`src/rtl/mips_pkg.sv`:
```
`default_nettype none

package mips_pkg;

    // Primary opcodes
    localparam logic [5:0] OP_RTYPE = 6'h00;
    localparam logic [5:0] OP_J     = 6'h02;
    localparam logic [5:0] OP_JAL   = 6'h03;
    localparam logic [5:0] OP_BEQ   = 6'h04;
    localparam logic [5:0] OP_BNE   = 6'h05;
    localparam logic [5:0] OP_ANDI  = 6'h0C;
    localparam logic [5:0] OP_ORI   = 6'h0D;
    localparam logic [5:0] OP_XORI  = 6'h0E;

    // R-type function codes
    localparam logic [5:0] FN_JR    = 6'h08;
    localparam logic [5:0] FN_JALR  = 6'h09;

    typedef struct packed {
        logic [5:0]  op;
        logic [4:0]  rs;
        logic [4:0]  rt;
        logic [4:0]  rd;
        logic [4:0]  sa;
        logic [5:0]  funct;
    } r_fmt_s;

    typedef struct packed {
        logic [5:0]  op;
        logic [4:0]  rs;
        logic [4:0]  rt;
        logic [15:0] imm;
    } i_fmt_s;

    typedef struct packed {
        logic [5:0]  op;
        logic [25:0] target;
    } j_fmt_s;

    // One fetched word, three ways to read it
    typedef union packed {
        r_fmt_s r;
        i_fmt_s i;
        j_fmt_s j;
    } instr_u;

    typedef enum logic [2:0] {
        BR_NONE = 3'd0,
        BR_J    = 3'd1,
        BR_JAL  = 3'd2,
        BR_JR   = 3'd3,
        BR_JALR = 3'd4,
        BR_BEQ  = 3'd5,
        BR_BNE  = 3'd6
    } br_kind_e;

    typedef struct packed {
        logic [5:0]  funct;
        logic [4:0]  rs;
        logic [4:0]  rt;
        logic [4:0]  rd;
        logic [4:0]  sa;
        logic [31:0] ext_imm;
        logic [25:0] target26;
        br_kind_e    br_kind;
        logic [4:0]  link_reg;  // 31 for JAL, rd for JALR
        logic        is_rtype;
    } dec_s;

    typedef struct packed {
        dec_s        dec;
        logic [31:0] rs_val;
        logic [31:0] rt_val;
        logic [31:0] pc;
        logic        taken;
        logic [31:0] target;
        logic [31:0] link_val;
    } op_s;

    typedef struct packed {
        logic        valid;
        logic [4:0]  addr;
        logic [31:0] data;
    } wb_s;

endpackage

`default_nettype wire
```
`src/rtl/decode_stage_top.sv`:
```
`timescale 1ns/1ps
`default_nettype none

module decode_stage_top #(
    parameter int CREDITS = 4
) (
    input  logic             i_clk,
    input  logic             i_reset,
    input  logic             i_instr_valid,
    input  mips_pkg::instr_u i_instr,
    input  logic [31:0]      i_pc,
    input  mips_pkg::wb_s    i_wb,
    input  logic             i_credit_return,
    output logic             o_instr_ready,
    output logic             o_op_valid,
    output mips_pkg::op_s    o_op
);

    mips_pkg::instr_u stage_instr;
    mips_pkg::dec_s   dec;
    logic [31:0]      stage_pc;
    logic [31:0]      rs_val;
    logic [31:0]      rt_val;
    logic             taken;
    logic [31:0]      target;
    logic [31:0]      link_val;

    issue_credit #(
        .CREDITS (CREDITS)
    ) issue_i (
        .i_clk           (i_clk),
        .i_reset         (i_reset),
        .i_instr_valid   (i_instr_valid),
        .i_instr         (i_instr),
        .i_pc            (i_pc),
        .i_credit_return (i_credit_return),
        .o_instr_ready   (o_instr_ready),
        .o_stage_instr   (stage_instr),
        .o_stage_pc      (stage_pc),
        .o_stage_valid   (o_op_valid)
    );

    instr_decode decode_i (
        .i_instr (stage_instr),
        .o_dec   (dec)
    );

    reg_file regs_i (
        .i_clk     (i_clk),
        .i_reset   (i_reset),
        .i_wb      (i_wb),
        .i_rs_addr (dec.rs),
        .i_rt_addr (dec.rt),
        .o_rs_val  (rs_val),
        .o_rt_val  (rt_val)
    );

    branch_resolve branch_i (
        .i_dec      (dec),
        .i_pc       (stage_pc),
        .i_rs_val   (rs_val),
        .i_rt_val   (rt_val),
        .o_taken    (taken),
        .o_target   (target),
        .o_link_val (link_val)
    );

    assign o_op = '{dec: dec, rs_val: rs_val, rt_val: rt_val, pc: stage_pc,
                    taken: taken, target: target, link_val: link_val};

endmodule

`default_nettype wire

```
`src/rtl/issue_credit.sv`:
```
`timescale 1ns/1ps
`default_nettype none

module issue_credit #(
    parameter int CREDITS = 4
) (
    input  logic             i_clk,
    input  logic             i_reset,
    input  logic             i_instr_valid,
    input  mips_pkg::instr_u i_instr,
    input  logic [31:0]      i_pc,
    input  logic             i_credit_return,
    output logic             o_instr_ready,
    output mips_pkg::instr_u o_stage_instr,
    output logic [31:0]      o_stage_pc,
    output logic             o_stage_valid
);

    localparam int CW = $clog2(CREDITS + 1);

    logic [CW-1:0] credit_cnt;
    logic          accept;

    // A returning credit can be spent in the same cycle
    assign o_instr_ready = (credit_cnt != '0) || i_credit_return;
    assign accept        = i_instr_valid && o_instr_ready;

    always_ff @(posedge i_clk) begin
        if (i_reset) begin
            credit_cnt    <= CW'(CREDITS);
            o_stage_valid <= 1'b0;
        end else begin
            o_stage_valid <= accept;    // One-cycle issue pulse
            case ({accept, i_credit_return})
                2'b10: credit_cnt <= credit_cnt - 1'b1;
                2'b01: begin
                    if (credit_cnt != CW'(CREDITS)) begin
                        credit_cnt <= credit_cnt + 1'b1;
                    end
                end
                default: begin          // Both or neither
                end
            endcase
        end
    end

    always_ff @(posedge i_clk) begin
        if (accept) begin
            o_stage_instr <= i_instr;
            o_stage_pc    <= i_pc;
        end
    end

endmodule

`default_nettype wire

```
`src/rtl/branch_resolve.sv`:
```
`timescale 1ns/1ps
`default_nettype none

module branch_resolve (
    input  mips_pkg::dec_s i_dec,
    input  logic [31:0]    i_pc,
    input  logic [31:0]    i_rs_val,
    input  logic [31:0]    i_rt_val,
    output logic           o_taken,
    output logic [31:0]    o_target,
    output logic [31:0]    o_link_val
);

    logic [31:0] pc_plus4;
    logic [31:0] pc_plus8;
    logic [31:0] br_target;
    logic [31:0] j_target;
    logic        ops_equal;

    assign pc_plus4  = i_pc + 32'd4;
    assign pc_plus8  = i_pc + 32'd8;                            // Return address
    assign br_target = pc_plus4 + {i_dec.ext_imm[29:0], 2'b00};
    assign j_target  = {pc_plus4[31:28], i_dec.target26, 2'b00}; // Region jump
    assign ops_equal = (i_rs_val == i_rt_val);

    always_comb begin
        o_taken    = 1'b0;
        o_target   = '0;
        o_link_val = '0;
        case (i_dec.br_kind)
            mips_pkg::BR_J: begin
                o_taken  = 1'b1;
                o_target = j_target;
            end
            mips_pkg::BR_JAL: begin
                o_taken    = 1'b1;
                o_target   = j_target;
                o_link_val = pc_plus8;
            end
            mips_pkg::BR_JR: begin
                o_taken  = 1'b1;
                o_target = i_rs_val;
            end
            mips_pkg::BR_JALR: begin
                o_taken    = 1'b1;
                o_target   = i_rs_val;
                o_link_val = pc_plus8;
            end
            mips_pkg::BR_BEQ: begin
                o_taken  = ops_equal;
                o_target = br_target;
            end
            mips_pkg::BR_BNE: begin
                o_taken  = !ops_equal;
                o_target = br_target;
            end
            default: begin
            end
        endcase
    end

endmodule

`default_nettype wire

```
`src/rtl/reg_file.sv`:
```
`timescale 1ns/1ps
`default_nettype none

module reg_file (
    input  logic          i_clk,
    input  logic          i_reset,
    input  mips_pkg::wb_s i_wb,
    input  logic [4:0]    i_rs_addr,
    input  logic [4:0]    i_rt_addr,
    output logic [31:0]   o_rs_val,
    output logic [31:0]   o_rt_val
);

    logic [31:0] regs [1:31];   // r0 is not stored
    logic        wr_en;

    assign wr_en = i_wb.valid && (i_wb.addr != 5'd0);

    function automatic logic [31:0] read_port(input logic [4:0] addr);
        logic [31:0] val;
        if (addr == 5'd0) begin
            val = '0;
        end else if (wr_en && (i_wb.addr == addr)) begin
            val = i_wb.data;                // Write-through
        end else begin
            val = regs[addr];
        end
        return val;
    endfunction

    always_ff @(posedge i_clk) begin
        if (i_reset) begin
            for (int k = 1; k < 32; k++) begin
                regs[k] <= '0;
            end
        end else if (wr_en) begin
            regs[i_wb.addr] <= i_wb.data;
        end
    end

    always_comb begin
        o_rs_val = read_port(i_rs_addr);
        o_rt_val = read_port(i_rt_addr);
    end

endmodule

`default_nettype wire

```
`src/rtl/instr_decode.sv`:
```
`timescale 1ns/1ps
`default_nettype none

module instr_decode (
    input  mips_pkg::instr_u i_instr,
    output mips_pkg::dec_s   o_dec
);

    logic [31:0] imm_sext;
    logic [31:0] imm_zext;
    logic        zext_op;

    assign imm_sext = {{16{i_instr.i.imm[15]}}, i_instr.i.imm};
    assign imm_zext = {16'b0, i_instr.i.imm};

    // Logical immediates take a zero-extended operand
    assign zext_op = (i_instr.i.op == mips_pkg::OP_ANDI) ||
                     (i_instr.i.op == mips_pkg::OP_ORI) ||
                     (i_instr.i.op == mips_pkg::OP_XORI);

    always_comb begin
        o_dec = '0;                                     // Unused fields read zero
        case (i_instr.r.op)
            mips_pkg::OP_RTYPE: begin
                o_dec.is_rtype = 1'b1;
                o_dec.rs       = i_instr.r.rs;
                case (i_instr.r.funct)
                    mips_pkg::FN_JR: begin
                        o_dec.br_kind = mips_pkg::BR_JR;
                    end
                    mips_pkg::FN_JALR: begin
                        o_dec.br_kind  = mips_pkg::BR_JALR;
                        o_dec.rd       = i_instr.r.rd;
                        o_dec.link_reg = i_instr.r.rd;  // Link goes to rd
                    end
                    default: begin                      // Plain ALU op
                        o_dec.funct = i_instr.r.funct;
                        o_dec.rt    = i_instr.r.rt;
                        o_dec.rd    = i_instr.r.rd;
                        o_dec.sa    = i_instr.r.sa;
                    end
                endcase
            end
            mips_pkg::OP_J: begin
                o_dec.target26 = i_instr.j.target;
                o_dec.br_kind  = mips_pkg::BR_J;
            end
            mips_pkg::OP_JAL: begin
                o_dec.target26 = i_instr.j.target;
                o_dec.br_kind  = mips_pkg::BR_JAL;
                o_dec.link_reg = 5'd31;                 // GPR 31
            end
            mips_pkg::OP_BEQ: begin
                o_dec.rs      = i_instr.i.rs;
                o_dec.rt      = i_instr.i.rt;
                o_dec.ext_imm = imm_sext;
                o_dec.br_kind = mips_pkg::BR_BEQ;
            end
            mips_pkg::OP_BNE: begin
                o_dec.rs      = i_instr.i.rs;
                o_dec.rt      = i_instr.i.rt;
                o_dec.ext_imm = imm_sext;
                o_dec.br_kind = mips_pkg::BR_BNE;
            end
            default: begin                              // Loads, stores, ALU immediates
                o_dec.rs      = i_instr.i.rs;
                o_dec.rt      = i_instr.i.rt;
                o_dec.ext_imm = zext_op ? imm_zext : imm_sext;
            end
        endcase
    end

endmodule

`default_nettype wire

```
`config.mk`:
```
export PLATFORM = sky130hd
export DESIGN_NAME = decode_stage_top
export DESIGN_NICKNAME = d
export VERILOG_FILES = /design/src/rtl/mips_pkg.sv /design/src/rtl/decode_stage_top.sv /design/src/rtl/issue_credit.sv /design/src/rtl/branch_resolve.sv /design/src/rtl/reg_file.sv /design/src/rtl/instr_decode.sv
export SDC_FILE = /design/constraint.sdc
export NUM_CORES = 2
export LEC_CHECK = 0
export BUFFER_PORTS_ARGS = -buffer_cell sky130_fd_sc_hd__buf_2
export CORE_MARGIN = 1.5
export CORE_UTILIZATION = 30
export CTS_CLUSTER_SIZE = 24
export DETAILED_ROUTE_END_ITERATION = 6
export PLACE_DENSITY = 0.55
export SYNTH_ARGS = -nofsm -noshare
export SYNTH_HDL_FRONTEND = slang
export SYNTH_HIERARCHICAL = 1
export SYNTH_SLANG_ARGS = --single-unit
```
`constraint.sdc`:
```
create_clock -name i_clk -period 5.7 [get_ports i_clk]
set_input_delay 1.14 -clock i_clk [delete_from_list [all_inputs] [get_ports i_clk]]
set_output_delay 1.14 -clock i_clk [all_outputs]
set_load 0.01 [all_outputs]
```
* After elaboration in Yosys (flattened, before gate mapping)
Memory sizes are Yosys's and may differ from the RTL's.
Index checks and enable logic that the tools add are counted.
** Word-level totals
- Register bits after elaboration :: 68
- RAM bits :: 992
- Bits of input ports :: 106
- Memories kept :: 1
** Operators by class
- $add $sub $neg :: 5
- Eq/ne operators :: 22
- Muxes and demuxes :: 32
- Reductions and logical operators :: 25
** Memory list
- regs_i.regs :: depth 31, bits a word 32, read ports 2, clocked after memory_dff 0, wr ports 31, RTL line reg_file.sv:14 : logic [31:0] regs [1:31];
** Operator list (count)
- $mux W32 :: 7
- $pmux W32 S3 :: 1
- $pmux W32 S2 :: 1
- $add A32 B3 Y32 const B :: 1
- $add A32 B32 Y32 :: 1
- $add A32 B4 Y32 const B :: 1
- $eq A32 B32 Y1 :: 1
- $reduce_or A32 Y1 :: 1
- $eq A6 B4 Y1 const B :: 5
- $mux W26 :: 1
- $mux W5 :: 5
- $pmux W10 S2 :: 1
- $pmux W3 S5 :: 1
- $reduce_or A2 Y1 :: 7
- $eq A6 B2 Y1 const B :: 2
- $eq A6 B3 Y1 const B :: 2
- $mux W6 :: 2
- $pmux W3 S2 :: 2
- $eq A5 B5 Y1 :: 2
- $logic_not A5 Y1 :: 2
- $mux W10 :: 1
- $pmux W5 S2 :: 1
- $eq A3 B3 Y1 const B :: 3
- $mux W1 :: 7
- other kinds (20) :: 26

* Depth between registers and ports, before layout
- Depth after elaboration :: 11
- Depth in mapped cells :: 21
- Mapped depth without buffers :: 16

* Cells and area by module
Netlist, hierarchy kept.
** By module, submodules not included
- reg_file :: instances 1, cells an instance 3923, area an instance 55512.0 µm², seq. area each 30749.5 µm²
- branch_resolve :: instances 1, cells an instance 548, area an instance 3676.0 µm², seq. area each 0.0 µm²
- issue_credit :: instances 1, cells an instance 87, area an instance 2132.0 µm², seq. area each 2001.9 µm²
- instr_decode :: instances 1, cells an instance 128, area an instance 795.8 µm², seq. area each 0.0 µm²
- decode_stage_top :: instances 1, cells an instance 1, area an instance 7.5 µm², seq. area each 0.0 µm²

* Worst setup path after synthesis
Ideal clock, no wire load.
- Kind :: register to output
- Start point :: reg issue_i/o_stage_instr[31] in the netlist's numbering
- End point :: out o_op[64] in the netlist's numbering
- Arrival :: 4.209 ns
- Required time :: 4.560 ns
- Setup slack :: 0.351 ns
- Cell stages (with the launch flop) :: 19
- Buffers on the path :: 6
- Cell sequence :: edfxtp_1 nor4_4 nand4_2 and3_1 buf_4 buf_6 buf_6 buf_6 buf_6 mux2i_1 a221oi_1 a21oi_1 o32ai_1 xor2_1 nor4_1 nand4_1 o311ai_0 o21ai_0 buf_4
** RTL lines
- start, declared :: RTL line issue_credit.sv:14 : output mips_pkg::instr_u o_stage_instr,
- start signal, assigned :: RTL line issue_credit.sv:49 : o_stage_instr <= i_instr;
- end, declared :: RTL line decode_stage_top.sv:16 : output mips_pkg::op_s o_op

==> run summary <==
The number of setup violations in the final report came out at 7. The critical path starts at issue_i/o_stage_instr[3]. The shortest period the worst path allows is around 6800 ps. The number of cells in the finished layout apart from fillers is approximately 8.2k. The tightest hold path in the finished design has a slack of approximately 500 ps. The first detailed-routing pass ran for 7 iterations. Yosys attributes the largest share of cell area to edfxtp_1 53%, mux4_2 13%, and2_1 9.9%, mux2i_1 4.9%, clkbuf_1 1.9%.

The final route contains 46.1k vias. For this configuration, the core starts out at a cell density of 30.3%. Timing analysis after detailed placement gives a worst setup slack of -2340 ps. The die covers about 0.21 mm^2. The share of post-route cells with drive strength above 1 is between 30% and 40%.

The synthesized design devotes to its leading area cell type a little over half of total area. The starting DRC count in detailed routing came out at ~6.1k. The insertion delay of the later-clocked pin in the worst-skew pair is 770 ps.

The critical path goes through nor3b_1, buf_4, nand4_4, buf_6, and3_4, buf_4, buf_4, nand2_1, buf_4, a211oi_1, o21ai_0, a31oi_1, xor2_1, nor4_1, buf_4, nand4_1, buf_4, o311ai_4, o21ai_2, buf_2. The total DRC errors in the routed layout is 0. Setup repair after global routing could not meet its margin everywhere.

Fill cells in the final layout number ~20k. The average footprint of a synthesized cell is 13.3 um^2. The share of the clock period used by the worst path came out at 120%. The largest voltage drop on the vdd net is roughly 0.25 mV. The post-synthesis xor/xnor area fraction is around 1.8%. The sequential cell area fraction in the yosys report came out at a little over half. The post-synthesis mux area share is roughly 19%. Global routing finished with a remaining overflow of 0. The dominant combinational cell family by area after synthesis is multiplexers.

In this design, the largest share of critical-path delay is due to buffers and inverters. Clock tree synthesis found a total of 1,092 sinks. The final-report max-slew violation count came out at 0. The worst setup path is launched from a flop. Counting flops with a built-in enable in the synthesized netlist gives ~1.1k. Setup slack on the critical path of the routed design comes to -1150 ps. The startpoint identified for the worst register-to-register timing path is issue_i/credit_cnt[0].

The cell area power density is ~300 mW/mm^2. The clock root buffer is clkbuf_16. The most instantiated library cell after synthesis is edfxtp_1. The congestion estimate from routability-driven global placement came to between 0.9 and 1.

Counting tap cells, the placed design contains a total of roughly 7.9k instances. The clock skew is roughly 23 ps. After clock tree synthesis, the clock-pin slew on the worst setup and hold paths is about 70 ps. The average vias per placed instance came out at between 5 and 6. The simple-gate area share of the yosys netlist came out at roughly 15%. The HPWL after detailed placement is ~190,000 um. The worst min-delay path category is reg -> reg. The maximum level of the CTS H-tree is 3. The register-to-register path setup slack came out at 3790 ps. The quantity of I/O buffers inserted on ports is ~360. The worst register-to-register path ends at issue_i/o_stage_instr[31]. Among the stages of the critical path, the cell type that occurs most often is buf_4. For this block, the routed nets add up to ~260,000 um of wire.

The overall routing resource usage is about a quarter. The number of buffers added by the clock tree synthesis step is 116. The synthesized design spends more area on one cell type than any other, namely edfxtp_1. For the pin with the worst max-slew slack, the measured transition is ~1000 ps. In this run the tightest slew margin relative to its limit is between 30 and 40%.

The met3 track demand over resource in global routing came out at under 10%. The longest clock path from root to sink contains 3 buffers. The required time of the worst setup path is 4560 ps. The horizontal extent of the die came out at 458 um. Timing would allow up to roughly 150 MHz. The met1 layer usage reported by global route is around 33%. The hold path depth is 2.

Counting instances in the post-synthesis netlist gives the leading cell types as 1,088 x edfxtp_1, 987 x and2_1, 367 x mux4_2. The cell area reported after detailed placement came out at approximately 0.07 mm^2. The core footprint came out at between 0.2 and 0.25 mm^2. The distinct cell type count of the synthesized netlist is 92. The setup path with the least slack is of type reg -> out. The pin count of the biggest net entering global routing came out at 66. The growth of design area from synthesis to finish is 23.8%.

The slowest cell on the critical path is a211oi_1. The mapped cell area is slightly above 0.06 mm^2. The worst setup path is captured at a primary output. The number of nets in the final layout came out at about 5.6k. The finished cells cover just under 0.08 mm^2. The largest incremental delay on the critical path came out at ~430 ps. The maximum fanout along the worst path came out at 13. The synthesized netlist devotes less than 1% of its cell area to adder and majority cells. The initial antenna violation count came out at 25.

In this run, post-CTS hold repair placed 0 buffers. The die is around 460 um tall. The count of mapped cells out of synthesis came out at around 4.7k. The met2 track demand over resource came out at a little under two fifths. The via count of the first global-routing pass came to roughly 44k. The number of buffers and inverters on the critical path is 8. The number of cells traversed by the worst register-to-register path came out at 4. Synthesis inferred roughly 1.1k register bits.

The critical path ends at o_op[64]. 362 I/O pins were placed. The count of nets left with antenna violations once routing finished came out at 0. The most used routing layer in global routing is met2. The most used flip-flop cell after synthesis is edfxtp_1. The final setup TNS came out at -1610 ps. Across the run, the number of max-cap violations was 0. TritonCTS built the clock tree. The number of warnings issued by yosys came out at 6.

The number of hold violations in the final report is 0. The run finished, with violations left. For this run, asynchronously set or reset flops after synthesis account for 0%. Dividing the detail-routed wire length by the instance count gives 32.2 um. The number of standard-cell rows in the floorplan came out at roughly 170. The global-route wire length before repair is between 300,000 and 400,000 um. The static leakage is 28.6 nW. The final reports fail on setup timing. The total stage count of the critical path is 20. Data arrives at the worst endpoint at around 5700 ps. The complex-gate fraction of the synthesized area is under 10%.
[worst register-to-register path, delay by kind of cell (launching register included)]
kind                   cells  cell delay (ps)
buffers and inverters      1              690
and+or+nand+nor            3              310
DFF                        1              400
[sequential cells by signal (all words and copies together) (netlist names)]
name,flops
issue_i/o_stage_valid,1
regs_i/regs,1024
issue_i/o_stage_pc,32
issue_i/credit_cnt,3
issue_i/o_stage_instr,32
[worst min path at each step]
stage,startpoint,to,slack (ps)
2_1_floorplan,issue_i/credit_cnt[1],issue_i/credit_cnt[1],460
3_3_place_gp,issue_i/credit_cnt[1],issue_i/credit_cnt[1],480
3_5_place_dp,issue_i/credit_cnt[1],issue_i/credit_cnt[1],490
4_1_cts,i_pc[28],issue_i/o_stage_pc[28],480
5_1_grt,i_pc[28],issue_i/o_stage_pc[28],520
6_report,issue_i/credit_cnt[1],issue_i/credit_cnt[1],500
[final cells by class]
cell class	instances	area [um^2]	share of cell area, %
clock inverters	75	657	0.854
well taps	2688	3360	4.37
diodes	23	57.6	0.0748
flip-flops and latches	1092	32800	42.6
multi-input cells	3126	28600	37.1
inverters	27	101	0.132
clock buffers	140	3010	3.92
repair buffers	1053	8430	11.0
[report_power, final]
part	internal (mW)	switching, mW	leakage, nW
registers	9.31	0.313	10.4
clock network	4.17	3.42	1.79
logic	2.45	3.42	16.4
[metal layers]
layer	vias up	wire, um
li1	19236	-
met1	24146	109000
met2	2360	120000
met3	390	21800
met4	4	14000
met5	-	31
[metrics by stage]
| stage | utilization, % | total power, mW |
|---|---|---|
| 5_1_grt | 37.5 | 23.6 |
| 4_1_cts | 37.2 | 23.0 |
| 3_3_place_gp | 34.5 | 15.0 |
| 6_report | 37.5 | 23.1 |
| 2_1_floorplan | - | 12.3 |
| 3_5_place_dp | 34.5 | 15.1 |
[cell usage in the layout, fill, tap and decap left out, drive strengths merged, types with 50 or more instances in the layout]
master	netlist	layout
nor2	135	135
edfxtp	1088	1088
and2	990	990
a211oi	66	66
a21oi	85	85
nor3	59	59
buf	159	1050
mux2	67	67
mux4	367	367
clkbuf	314	140
a22oi	82	82
clkinv	1	57
nand2	185	185
o21ai	95	95
and3	68	68
o22ai	50	50
xnor2	55	55
mux2i	306	306
xor2	72	72
[cells by family (layout without fill, tap and decap cells)]
| family | Yosys count | count (layout) |
|---|---|---|
| compound gates | 577 | 577 |
| xor+xnor | 127 | 127 |
| fa+ha+maj | 38 | 38 |
| buf+inv | 500 | 1295 |
| flops | 1092 | 1092 |
| mux | 740 | 740 |
| other cells | 1 | 55 |
| simple gates | 1612 | 1612 |
[timing repair]
item | 4_1_cts | 5_1_grt
gates cloned | 4 | 0
pin swaps | 54 | 46
setup buffers | 74 | 24
setup endpoints to repair | 60 | 42
resized for setup | 262 | 119
No activity file was read; power rests on OpenSTA's default activity.
